==> src/source/ecdsa_pkg.sv <==
// Shared widths, register map, bridge states and reset values for the ECDSA key-lifetime subsystem.
package ecdsa_pkg;

	// PIO and AXI4-Lite data width.
	localparam int pio_nbits = 32;

	// Byte address width on both the AXI side and the PIO bus.
	localparam int pio_addr_nbits = 8;

	// Width of the expiry time and of the lifetime countdown.
	localparam int real_time_nbits = 24;

	// The default expiry time comes out of reset as the longest possible lifetime.
	localparam logic [real_time_nbits-1:0] default_exp_time_reset = {real_time_nbits{1'b1}};

	// AXI response codes that the bridge can return.
	localparam logic [1:0] axi_resp_okay = 2'b00;
	localparam logic [1:0] axi_resp_slverr = 2'b10;

	// Word addresses of the register block.
	typedef enum logic [pio_addr_nbits-1:0] {
		DEFAULT_EXP_TIME = 8'h00, // Read/write, lifetime given to each newly loaded key.
		KEY_LOAD = 8'h04, // Write-only, any write starts a new key lifetime.
		KEY_STATUS = 8'h08 // Read-only, bit 24 expired and bits 23..0 remaining time.
	} ecdsa_reg_addr_e;

	// States of the AXI4-Lite to PIO bridge.
	typedef enum logic [2:0] {
		IDLE, // Waiting for an AXI request.
		WRITE, // PIO write issued, waiting for the ack.
		READ, // PIO read issued, waiting for the ack.
		WRESP, // Holding bvalid until the master takes it.
		RRESP // Holding rvalid until the master takes it.
	} bridge_state_e;

endpackage

==> src/source/pio_if.sv <==
// PIO register bus between the AXI4-Lite bridge and the ECDSA register block.
`timescale 1ns/1ns

interface pio_if;

	// Request side, owned by the bridge.
	logic reg_bs; // Bus select, held from the strobe until the ack.
	logic reg_rd; // One-cycle read strobe.
	logic reg_wr; // One-cycle write strobe.
	logic [ecdsa_pkg::pio_addr_nbits-1:0] reg_addr; // Held until the ack.
	logic [ecdsa_pkg::pio_nbits-1:0] reg_din; // Write data, held until the ack.

	// Response side, owned by the register block.
	logic pio_ack; // One-cycle completion pulse, paced by clk_div.
	logic pio_rvalid; // High with the ack when the address decoded.
	logic [ecdsa_pkg::pio_nbits-1:0] pio_rdata; // Read data, valid with pio_rvalid.

	modport bridge (
		output reg_bs, reg_rd, reg_wr, reg_addr, reg_din,
		input pio_ack, pio_rvalid, pio_rdata
	);

	// The register block side (reg itself is a keyword).
	modport regs (
		input reg_bs, reg_rd, reg_wr, reg_addr, reg_din,
		output pio_ack, pio_rvalid, pio_rdata
	);

endinterface

==> src/source/pio_axil_bridge.sv <==
// AXI4-Lite slave that turns one host access at a time into a PIO register bus transaction.
`timescale 1ns/1ns

module pio_axil_bridge (
	input logic clk,
	input logic reset,

	input logic awvalid,
	output logic awready,
	input logic [ecdsa_pkg::pio_addr_nbits-1:0] awaddr,
	input logic wvalid,
	output logic wready,
	input logic [ecdsa_pkg::pio_nbits-1:0] wdata,
	output logic bvalid,
	input logic bready,
	output logic [1:0] bresp,

	input logic arvalid,
	output logic arready,
	input logic [ecdsa_pkg::pio_addr_nbits-1:0] araddr,
	output logic rvalid,
	input logic rready,
	output logic [ecdsa_pkg::pio_nbits-1:0] rdata,
	output logic [1:0] rresp,

	pio_if.bridge pio
);

	ecdsa_pkg::bridge_state_e state;

	logic aw_take; // AW and W complete together in this cycle.
	logic ar_take; // AR completes in this cycle.

	assign aw_take = awready & awvalid & wvalid;
	assign ar_take = arready & arvalid;

	// Control path. Readies are only raised in IDLE, so a held response stalls new requests.
	always_ff @(posedge clk) begin
		if (reset) begin
			state <= ecdsa_pkg::IDLE;
			awready <= 1'b0;
			wready <= 1'b0;
			arready <= 1'b0;
			bvalid <= 1'b0;
			rvalid <= 1'b0;
			pio.reg_bs <= 1'b0;
			pio.reg_rd <= 1'b0;
			pio.reg_wr <= 1'b0;
		end else begin
			case (state)
				ecdsa_pkg::IDLE: begin
					if (aw_take) begin
						awready <= 1'b0;
						wready <= 1'b0;
						pio.reg_bs <= 1'b1; // Request goes out the cycle after acceptance.
						pio.reg_wr <= 1'b1;
						state <= ecdsa_pkg::WRITE;
					end else if (ar_take) begin
						arready <= 1'b0;
						pio.reg_bs <= 1'b1;
						pio.reg_rd <= 1'b1;
						state <= ecdsa_pkg::READ;
					end else if (awvalid && wvalid && !arready) begin
						awready <= 1'b1; // Writes win when both arrive together.
						wready <= 1'b1;
					end else if (arvalid && !awready) begin
						arready <= 1'b1;
					end
				end
				ecdsa_pkg::WRITE: begin
					pio.reg_wr <= 1'b0; // Strobe lasts one cycle, select stays up.
					if (pio.pio_ack) begin
						pio.reg_bs <= 1'b0;
						bvalid <= 1'b1;
						state <= ecdsa_pkg::WRESP;
					end
				end
				ecdsa_pkg::READ: begin
					pio.reg_rd <= 1'b0;
					if (pio.pio_ack) begin
						pio.reg_bs <= 1'b0;
						rvalid <= 1'b1;
						state <= ecdsa_pkg::RRESP;
					end
				end
				ecdsa_pkg::WRESP: begin
					if (bready) begin
						bvalid <= 1'b0;
						state <= ecdsa_pkg::IDLE;
					end
				end
				ecdsa_pkg::RRESP: begin
					if (rready) begin
						rvalid <= 1'b0;
						state <= ecdsa_pkg::IDLE;
					end
				end
				default: state <= ecdsa_pkg::IDLE;
			endcase
		end
	end

	// Payload capture. Address and data stay put on the PIO bus until the next request.
	always_ff @(posedge clk) begin
		if (state == ecdsa_pkg::IDLE && aw_take) begin
			pio.reg_addr <= awaddr;
			pio.reg_din <= wdata; // Whole word, write strobes are not used.
		end else if (state == ecdsa_pkg::IDLE && ar_take) begin
			pio.reg_addr <= araddr;
		end
		if (state == ecdsa_pkg::WRITE && pio.pio_ack) begin
			bresp <= pio.pio_rvalid ? ecdsa_pkg::axi_resp_okay : ecdsa_pkg::axi_resp_slverr;
		end
		if (state == ecdsa_pkg::READ && pio.pio_ack) begin
			rresp <= pio.pio_rvalid ? ecdsa_pkg::axi_resp_okay : ecdsa_pkg::axi_resp_slverr;
			rdata <= pio.pio_rvalid ? pio.pio_rdata : '0; // Undecoded reads return zero.
		end
	end

endmodule

==> src/source/rt_tick_gen.sv <==
// Clock divider that gives the one-cycle clk_div real-time tick used by the key lifetime logic.
`timescale 1ns/1ns

module rt_tick_gen #(
	parameter int DIV_RATIO = 4 // Clock cycles per real-time tick.
) (
	input logic clk,
	input logic reset,
	output logic clk_div
);

	// A ratio of one still needs a one-bit counter.
	localparam int CNT_NBITS = (DIV_RATIO > 1) ? $clog2(DIV_RATIO) : 1;
	localparam logic [CNT_NBITS-1:0] CNT_LAST = CNT_NBITS'(DIV_RATIO - 1);

	logic [CNT_NBITS-1:0] cnt; // Position inside the current tick period.

	// The counter wraps at the end of each period and the tick is registered from the wrap,
	// so the first tick shows DIV_RATIO cycles after reset is released.
	always_ff @(posedge clk) begin
		if (reset) begin
			cnt <= '0;
			clk_div <= 1'b0;
		end else if (cnt == CNT_LAST) begin
			cnt <= '0; // Wrap.
			clk_div <= 1'b1;
		end else begin
			cnt <= cnt + 1'b1;
			clk_div <= 1'b0;
		end
	end

endmodule

==> src/source/ecdsa_reg.sv <==
// ECDSA register block on the PIO bus with the default expiry time, the key load strobe and status.
`timescale 1ns/1ns

module ecdsa_reg #(
	parameter int RT_NBITS = ecdsa_pkg::real_time_nbits
) (
	input logic clk,
	input logic reset,
	input logic clk_div, // Real-time tick that paces the acks.

	pio_if.regs pio,

	output logic [RT_NBITS-1:0] default_exp_time,
	output logic key_load, // One-cycle pulse on a KEY_LOAD write.
	input logic [RT_NBITS-1:0] remaining,
	input logic expired
);

	logic req; // A read or write request is on the bus this cycle.
	logic ack_pend; // Request seen, ack waits for the next tick.
	logic reg_rd_d1; // The pending request is a read.

	logic sel_default_exp_time;
	logic sel_key_load;
	logic rd_hit; // Address is readable.
	logic wr_hit; // Address is writable.

	assign req = pio.reg_bs & (pio.reg_rd | pio.reg_wr);

	// Address decode, also building the read word. The address is held until the ack.
	always_comb begin
		sel_default_exp_time = 1'b0;
		sel_key_load = 1'b0;
		rd_hit = 1'b0;
		wr_hit = 1'b0;
		pio.pio_rdata = '0;
		case (ecdsa_pkg::ecdsa_reg_addr_e'(pio.reg_addr))
			ecdsa_pkg::DEFAULT_EXP_TIME: begin
				sel_default_exp_time = 1'b1;
				rd_hit = 1'b1;
				wr_hit = 1'b1;
				pio.pio_rdata = {{(ecdsa_pkg::pio_nbits - RT_NBITS){1'b0}}, default_exp_time};
			end
			ecdsa_pkg::KEY_LOAD: begin
				sel_key_load = 1'b1;
				wr_hit = 1'b1; // Nothing to read back here.
			end
			ecdsa_pkg::KEY_STATUS: begin
				rd_hit = 1'b1; // Status is read-only.
				pio.pio_rdata = {{(ecdsa_pkg::pio_nbits - RT_NBITS - 1){1'b0}}, expired, remaining};
			end
			default: begin
				rd_hit = 1'b0; // Undecoded, answered with a bare ack.
			end
		endcase
	end

	// The load pulse lines up with the write strobe, so the timer sees the stored expiry time.
	assign key_load = pio.reg_bs & pio.reg_wr & sel_key_load;

	// Request tracking. The read flag is kept so the response can be qualified at the tick.
	always_ff @(posedge clk) begin
		if (reset) begin
			ack_pend <= 1'b0;
			reg_rd_d1 <= 1'b0;
			pio.pio_ack <= 1'b0;
			pio.pio_rvalid <= 1'b0;
		end else begin
			ack_pend <= req ? 1'b1 : clk_div ? 1'b0 : ack_pend;
			reg_rd_d1 <= req ? pio.reg_rd : reg_rd_d1;
			pio.pio_ack <= clk_div & ack_pend; // Single pulse at the tick.
			// On writes pio_rvalid flags a writable address so the bridge can pick the response.
			pio.pio_rvalid <= clk_div & ack_pend & (reg_rd_d1 ? rd_hit : wr_hit);
		end
	end

	// Default expiry register, written straight from the request cycle.
	always_ff @(posedge clk) begin
		if (reset) begin
			default_exp_time <= RT_NBITS'(ecdsa_pkg::default_exp_time_reset);
		end else if (pio.reg_bs && pio.reg_wr && sel_default_exp_time) begin
			default_exp_time <= pio.reg_din[RT_NBITS-1:0]; // Upper bits are dropped.
		end
	end

endmodule

==> src/source/key_expiry_timer.sv <==
// Down-counter that tracks the loaded key's remaining lifetime in real-time ticks.
`timescale 1ns/1ns

module key_expiry_timer #(
	parameter int RT_NBITS = ecdsa_pkg::real_time_nbits
) (
	input logic clk,
	input logic reset,
	input logic clk_div, // One count per tick.
	input logic key_load, // Starts a new lifetime.
	input logic [RT_NBITS-1:0] default_exp_time,
	output logic [RT_NBITS-1:0] remaining,
	output logic expired // Sticky until the next load.
);

	logic armed; // A lifetime is running.

	// A load always restarts the count, even while a previous lifetime is still running.
	// The tick that takes remaining to zero also sets expired.
	always_ff @(posedge clk) begin
		if (reset) begin
			remaining <= '0;
			expired <= 1'b0;
			armed <= 1'b0;
		end else if (key_load) begin
			remaining <= default_exp_time;
			expired <= 1'b0;
			armed <= 1'b1;
		end else if (clk_div && armed) begin
			if (remaining > RT_NBITS'(1)) begin
				remaining <= remaining - 1'b1;
			end else begin
				remaining <= '0; // Also covers a key loaded with a zero lifetime.
				expired <= 1'b1;
				armed <= 1'b0;
			end
		end
	end

endmodule

==> src/source/ecdsa_subsys.sv <==
// Top level of the ECDSA key-lifetime subsystem with its AXI4-Lite host port and expiry flag.
`timescale 1ns/1ns

module ecdsa_subsys #(
	parameter int DIV_RATIO = 4, // Clock cycles per real-time tick.
	parameter int RT_NBITS = ecdsa_pkg::real_time_nbits
) (
	input logic clk,
	input logic reset,

	input logic awvalid,
	output logic awready,
	input logic [ecdsa_pkg::pio_addr_nbits-1:0] awaddr,
	input logic wvalid,
	output logic wready,
	input logic [ecdsa_pkg::pio_nbits-1:0] wdata,
	output logic bvalid,
	input logic bready,
	output logic [1:0] bresp,

	input logic arvalid,
	output logic arready,
	input logic [ecdsa_pkg::pio_addr_nbits-1:0] araddr,
	output logic rvalid,
	input logic rready,
	output logic [ecdsa_pkg::pio_nbits-1:0] rdata,
	output logic [1:0] rresp,

	output logic key_expired
);

	logic clk_div;
	logic [RT_NBITS-1:0] default_exp_time;
	logic key_load;
	logic [RT_NBITS-1:0] remaining;

	pio_if pio ();

	pio_axil_bridge pio_axil_bridge_i (
		.clk(clk), .reset(reset),
		.awvalid(awvalid), .awready(awready), .awaddr(awaddr),
		.wvalid(wvalid), .wready(wready), .wdata(wdata),
		.bvalid(bvalid), .bready(bready), .bresp(bresp),
		.arvalid(arvalid), .arready(arready), .araddr(araddr),
		.rvalid(rvalid), .rready(rready), .rdata(rdata), .rresp(rresp),
		.pio(pio.bridge)
	);

	rt_tick_gen #(.DIV_RATIO(DIV_RATIO)) rt_tick_gen_i (
		.clk(clk), .reset(reset), .clk_div(clk_div)
	);

	// The timer's expired flag is both the status bit and the top-level output.
	ecdsa_reg #(.RT_NBITS(RT_NBITS)) ecdsa_reg_i (
		.clk(clk), .reset(reset), .clk_div(clk_div),
		.pio(pio.regs),
		.default_exp_time(default_exp_time), .key_load(key_load),
		.remaining(remaining), .expired(key_expired)
	);

	key_expiry_timer #(.RT_NBITS(RT_NBITS)) key_expiry_timer_i (
		.clk(clk), .reset(reset), .clk_div(clk_div),
		.key_load(key_load), .default_exp_time(default_exp_time),
		.remaining(remaining), .expired(key_expired)
	);

endmodule

==> config.mk <==
export PLATFORM = sky130hd
export DESIGN_NAME = ecdsa_subsys
export DESIGN_NICKNAME = d
export VERILOG_FILES = /design/src/source/ecdsa_pkg.sv /design/src/source/pio_if.sv /design/src/source/pio_axil_bridge.sv /design/src/source/rt_tick_gen.sv /design/src/source/ecdsa_reg.sv /design/src/source/key_expiry_timer.sv /design/src/source/ecdsa_subsys.sv
export SDC_FILE = /design/constraint.sdc
export NUM_CORES = 1
export LEC_CHECK = 0
export BUFFER_PORTS_ARGS = -buffer_cell sky130_fd_sc_hd__buf_2
export CORE_ASPECT_RATIO = 0.6
export CORE_MARGIN = 2
export CORE_UTILIZATION = 45
export CTS_BUF_LIST = sky130_fd_sc_hd__clkbuf_8
export DETAILED_ROUTE_END_ITERATION = 8
export GPL_ROUTABILITY_DRIVEN = 0
export PLACE_DENSITY = 0.67
export SLEW_MARGIN = 30
export SYNTH_ARGS = -nofsm -noshare
export SYNTH_HDL_FRONTEND = slang
export SYNTH_SLANG_ARGS = --single-unit
==> constraint.sdc <==
create_clock -name clk -period 3.12 [get_ports clk]
set_input_delay 0.624 -clock clk [delete_from_list [all_inputs] [get_ports clk]]
set_output_delay 0.624 -clock clk [all_outputs]
set_load 0.005 [all_outputs]
**Word-level counts from Yosys, hierarchy flattened**

Cells that the tools add are included.

- Bits of input ports: 55
- RAM bits: 0
- Register bits: 135
- Latch bits: 0
- Word-level logic and storage cells: 139
- Memories kept: 0
- Output and inout port bits: 42
- Memory bits (read-only): 0

- Order comparisons: 1
- Reductions and logical operators: 39
- Shifts and indexed selects: 0
- Bitwise operators: 11
- $add $sub $neg: 2
- Equality and inequality tests: 19
- Multiply operators: 0
- Div/mod/pow operators: 0
- Muxes and demuxes: 44

Operators with widths:

| cell | number |
|---|---|
| $mux 24 | 3 |
| $pmux 25 s2 | 1 |
| $mux 1 | 25 |
| $gt 24x1->1 const B | 1 |
| $sub 24x1->24 const B | 1 |
| $reduce_bool 2->1 | 10 |
| $mux 3 | 6 |
| $mux 8 | 2 |
| $pmux 3 s5 | 1 |
| $reduce_and 3->1 | 5 |
| $ne 2x1->1 const B | 7 |
| $logic_and 1x1->1 | 10 |
| $pmux 1 s2 | 5 |
| $reduce_or 2->1 | 5 |
| $and 1x1->1 | 8 |
| $eq 8x3->1 const B | 1 |
| $eq 8x4->1 const B | 1 |
| $logic_not 8->1 | 1 |
| $ne 2x2->1 const B | 4 |
| $eq 3x2->1 const B | 2 |
| $reduce_and 2->1 | 3 |
| $reduce_and 5->1 | 1 |
| $reduce_and 4->1 | 1 |
| $eq 3x1->1 const B | 1 |
| other kinds (9) | 11 |

**Longest topological paths before layout**

- Depth after elaboration: 5
- Mapped depth: 8
- Depth with buffers taken out: 7

**By module**

Synthesis repeated with hierarchy kept, for this count alone.

- Cells, all modules: 560
- Area, all modules: 6,332.3 µm²

Modules (own cells, without submodules):

| module | sequential area each (µm²) | instances | area each (µm²) | cells each |
|---|---|---|---|---|
| pio_axil_bridge | 2,422.3 | 1 | 3,104.2 | 188 |
| ecdsa_reg | 560.5 | 1 | 1,574.0 | 174 |
| key_expiry_timer | 520.5 | 1 | 1,550.2 | 191 |
| rt_tick_gen | 60.1 | 1 | 103.8 | 7 |

**Worst setup path before layout**

No wires, ideal clock.

- Kind: in2reg
- From: in wvalid
- To: reg pio_axil_bridge_i.pio.reg_addr[0] (data pin)
- Buffers on the path: 0
- Path slack: 277 ps
- Library setup time: 260 ps
- Stages: 3
- Data arrival time: 2,583 ps
- Cells stage by stage: nand3_1 > nor2_1 > mux2_2

- Cells in the longest elaborated chain, start to end: 3

RTL lines:

| what | RTL line | source |
|---|---|---|
| start, declared | ecdsa_subsys.sv:14 | `input logic wvalid,` |
| $and 1x1->1 | pio_axil_bridge.sv:34 | `assign aw_take = awready & awvalid & wvalid;` |
| $logic_and 1x1->1 | pio_axil_bridge.sv:105 | `if (state == ecdsa_pkg::IDLE && aw_take) begin` |
| $mux 8 | pio_axil_bridge.sv:105 |  |
| end signal, assigned | pio_axil_bridge.sv:106 | `pio.reg_addr <= awaddr;` |
| end signal, assigned | pio_axil_bridge.sv:109 | `pio.reg_addr <= araddr;` |
| end, declared | pio_if.sv:19 | `output reg_bs, reg_rd, reg_wr, reg_addr, reg_din,` |

No other way between the ends.
A chain may end at the register's enable or synchronous reset.

**Final worst setup path**

- From: reg key_expiry_timer_i.remaining[14]
- To: reg key_expiry_timer_i.remaining[15]

- Cells in the longest elaborated chain, start to end: 4

RTL lines:

| what | RTL line | source |
|---|---|---|
| start, declared | key_expiry_timer.sv:12 | `output logic [RT_NBITS-1:0] remaining,` |
| start signal, assigned | key_expiry_timer.sv:26 | `remaining <= default_exp_time;` |
| start signal, assigned | key_expiry_timer.sv:31 | `remaining <= remaining - 1'b1;` |
| $sub 24x1->24 / $gt 24x1->1 (equally long branches) | key_expiry_timer.sv:31, key_expiry_timer.sv:30 |  |
| $mux 24 * | key_expiry_timer.sv:30 | `if (remaining > RT_NBITS'(1)) begin` |
| $mux 24 * | key_expiry_timer.sv:29 | `end else if (clk_div && armed) begin` |
| $mux 24 * | key_expiry_timer.sv:25 | `end else if (key_load) begin` |

Mark *: on every way between the ends. The rest lies on a longest branch, timed or not. The select of a mux whose other input is x is not followed.

==> results.md <==
* Final WL at 12.06 mm
* WHS at 0.3678 ns
* Endpoints failing setup at 0
* Clock Tree Root: clkbuf_8
* Final hold violations at 0
* Antenna diodes at 0
* Synth top area cells: edfxtp_1 (33%), dfxtp_1 (25%), a22oi_1 (5.0%), mux2i_1 (4.7%), nor2_1 (3.8%)
* Slowest stage delay, CP at around 0.59 ns
* Die ar. at 12830 um^2
* Status: finished, final reports clean
* Routed vias at between 4k and 5k
* Critical-path maximum fanout at 6
* Final Max Tran Viols at 0
* Critical path arrival at approximately 2.7 ns
* Max_slew headroom at 44.74%
* Clock Skew at 0.01495 ns
* Sw Pwr at 0.8135 mW
* Int Power at 2.517 mW
* Mapped Avg Cell Area at 10.83 um^2
* Worst vdd ir at 0.2387 mV
* Reg power frac at 55.5%
* Vias in the first global route at 3886
* WP data required at 3.43 ns
* Worst Max-Slew Pin Slew at 0.8237 ns
* Max-Cap Viols at 0
* Die height at a little under 90 um
* Combinational Power Share at 7.9%
* DR vias/cell at around 5.4
* Synth unique cells at 50
* Hold-critical path depth at 1
* Cell type with the highest aggregate area in the netlist: edfxtp_1
* FILL cells at 1005
* Synth warn at 0
* Leakage at about 2.4 nW
* FFs w/ async S/R, synth at 0%
* Max frequency at ~0.43 GHz
* Drt pass-1 iters at 5
* Hold path endpoint: pio_axil_bridge_i.pio.reg_din[11]
* Count leader, synth: dfxtp_1
* Initial DRC Count at 311
* Worst-path cell chain: or4_4, or4_4, or4_4, nand2_2, o21ai_1
* Initial Util at 46.82%
* Clock share of power at ~37%
* Top-Level Pins at 97
* CTS sink cnt at 126
* Die Width at between 100 and 150 um
* Reg2reg path depth at 5
* Gr ovfl total at 0
* Synth top cells by count: dfxtp_1 (67), edfxtp_1 (59), nor2_1 (54)
* Total core area at 11450 um^2
* Antenna-violating nets left at 0
* FF-to-FF End: key_expiry_timer_i.remaining[15]
* Largest net degree at the start of global routing at 27
* GRT Resource Usage Total at 20.32%
* Post-CTS sizing at 0
* Area of placed instances at 5917 um^2
* Sequential-to-total area share from yosys stat at 58.08%
* Htree depth at 4
* Fraction of layout cells with a size suffix above 1 at 23.09%
* Initial antenna violation count at 0
* Clk_lat worst skew at 0.43 ns
* RSZ-0062 raised after global routing: false
* Hold Path Class: in2reg
* Tot Pwr at about 3.3 mW
* Main synth FF type: dfxtp_1
* Reg2reg setup slack at 0.78 ns
* Setup crit end kind: flip-flop
* Final Instance Area at 6255 um^2
* Cts bufs inserted at 17
* Max Buffers Root-to-Sink at 2
* FF+latch count, synth at 126
* Port Buffers at around 80
* Clock slew at reported path FFs at 0.07 ns
* Synth-to-Final Area Change at 16.69%
* Slowest CP cell: or4_4
* Area of the multi-input gates at between 2000 and 2500 um^2
* RR Startpoint: key_expiry_timer_i.remaining[14]
* Mapped cell area at 5360 um^2
* Routed wire per std cell at 16.09 um
* Crit Path Class: reg2reg
* Crit path time final at about 2.3 ns
* Sw Share at 24.42%
* Setup TNS at 0 ns
* CTS Hold Bufs at 0
* Core Rows at 30
* Critical Path Start Type: flip-flop
* Crit-path most repeated cell: or4_4
* CTS tree: built
* Post-CTS setup buffer count at 0
* Post-synth EDFFs at 59
* Power Dens Cells at 532.5 nW/um^2
* Seq. cell area at 3113 um^2
* DP Wirelength at 8.197 mm
* HP Start: wdata[11]
* # DRC at 0
* Nets at 634
* Global-route wire length before repair at 20.05 mm
* Final period util at 75.00%
* Post-Syn Instances at 495
* Post-synth top area share at 33.05%
through the flow:
stage                     setup WS (ns)  utilization (%)  std cells
after floorplan                  0.2766                -        503
after global placement           0.8181            51.63        717
after detailed placement         0.7987            51.68        717
after CTS                        0.7869            54.63        749
after global routing             0.7067            54.63        749
final                            0.7799            54.63        749
layout by cell type, fill, tap and decap left out, types with 6 or more instances in the layout:
| cell type | count |
|---|---|
| nand2_1 | 53 |
| or4_1 | 6 |
| nor2_1 | 53 |
| o22ai_1 | 10 |
| mux2_2 | 9 |
| clkbuf_8 | 18 |
| inv_1 | 11 |
| nor4_1 | 8 |
| o21ai_1 | 6 |
| edfxtp_1 | 59 |
| o21ai_0 | 7 |
| a21oi_1 | 16 |
| mux2i_1 | 25 |
| buf_4 | 12 |
| nand3_1 | 11 |
| xnor2_1 | 17 |
| buf_2 | 79 |
| conb_1 | 9 |
| nor3_1 | 9 |
| dfxtp_1 | 67 |
| a22oi_1 | 36 |
cells by family (layout without fill, tap and decap cells):
group                      count (synthesis)  in the layout  synth area share [%]
DFF                                      126            126                 58.08
xor gates and xnor gates                  19             19                 3.105
and+or+nand+nor                          171            171                 15.34
other                                      1              9               0.06996
muxes                                     34             34                 6.559
AOI/OAI and AO/OA                         96             96                 12.00
adders and majority gates                  3              3                0.7004
buffers and inverters                     45            131                 4.155
sequential cells by signal (all words and copies together) (netlist names), 2 cells and up:
signal,cells
pio_axil_bridge_i.rdata,25
ecdsa_reg_i.default_exp_time,24
key_expiry_timer_i.remaining,24
pio_axil_bridge_i.pio.reg_din,24
pio_axil_bridge_i.pio.reg_addr,8
pio_axil_bridge_i.state,3
rt_tick_gen_i.cnt,2
final cells by class:
cell class                      count  area share [%]
Clock inverter                     14           1.440
Multi-Input combinational cell    332           33.39
Clock buffer                       18           3.961
Sequential cell                   126           49.77
Timing Repair Buffer               91           7.762
Tap cell                          160           3.201
Inverter                            8          0.4801
power by group through the flow:
stage | logic [mW] | registers (mW) | clock network [mW]
after floorplan | 0.203 | 1.85 | 0
after global placement | 0.248 | 1.88 | 0
after detailed placement | 0.259 | 1.88 | 0
after CTS | 0.261 | 1.85 | 1.24
after global routing | 0.295 | 1.86 | 1.35
final | 0.262 | 1.85 | 1.22
layer usage:
| metal | vias to the layer above | wire [um] | track usage (%) |
|---|---|---|---|
| met5 | - | 0 | 0 |
| met4 | 0 | 101 | 7.741 |
| met3 | 9 | 780 | 5.309 |
| met2 | 128 | 4910 | 28.96 |
| met1 | 1924 | 6263 | 29.73 |
| li1 | 1961 | - | - |
worst max path at each step:
stage,from,to,slack (ns),cells past startpoint
finish,key_expiry_timer_i.remaining[14],key_expiry_timer_i.remaining[15],0.78,5
global route,key_expiry_timer_i.remaining[14],key_expiry_timer_i.remaining[14],0.71,5
CTS,key_expiry_timer_i.remaining[14],key_expiry_timer_i.remaining[15],0.79,5
detailed placement,key_expiry_timer_i.remaining[14],key_expiry_timer_i.remaining[15],0.80,5
global placement,key_expiry_timer_i.remaining[14],key_expiry_timer_i.remaining[15],0.82,5
floorplan,wvalid,pio_axil_bridge_i.pio.reg_addr[0],0.28,3
worst max-delay path, delay by kind of cell (launching register included):
kind	cells	cell delay [ns]
flops	1	0.36
simple gates	4	1.77
compound gates	1	0.09
No activity file was read; power rests on OpenSTA's default activity.
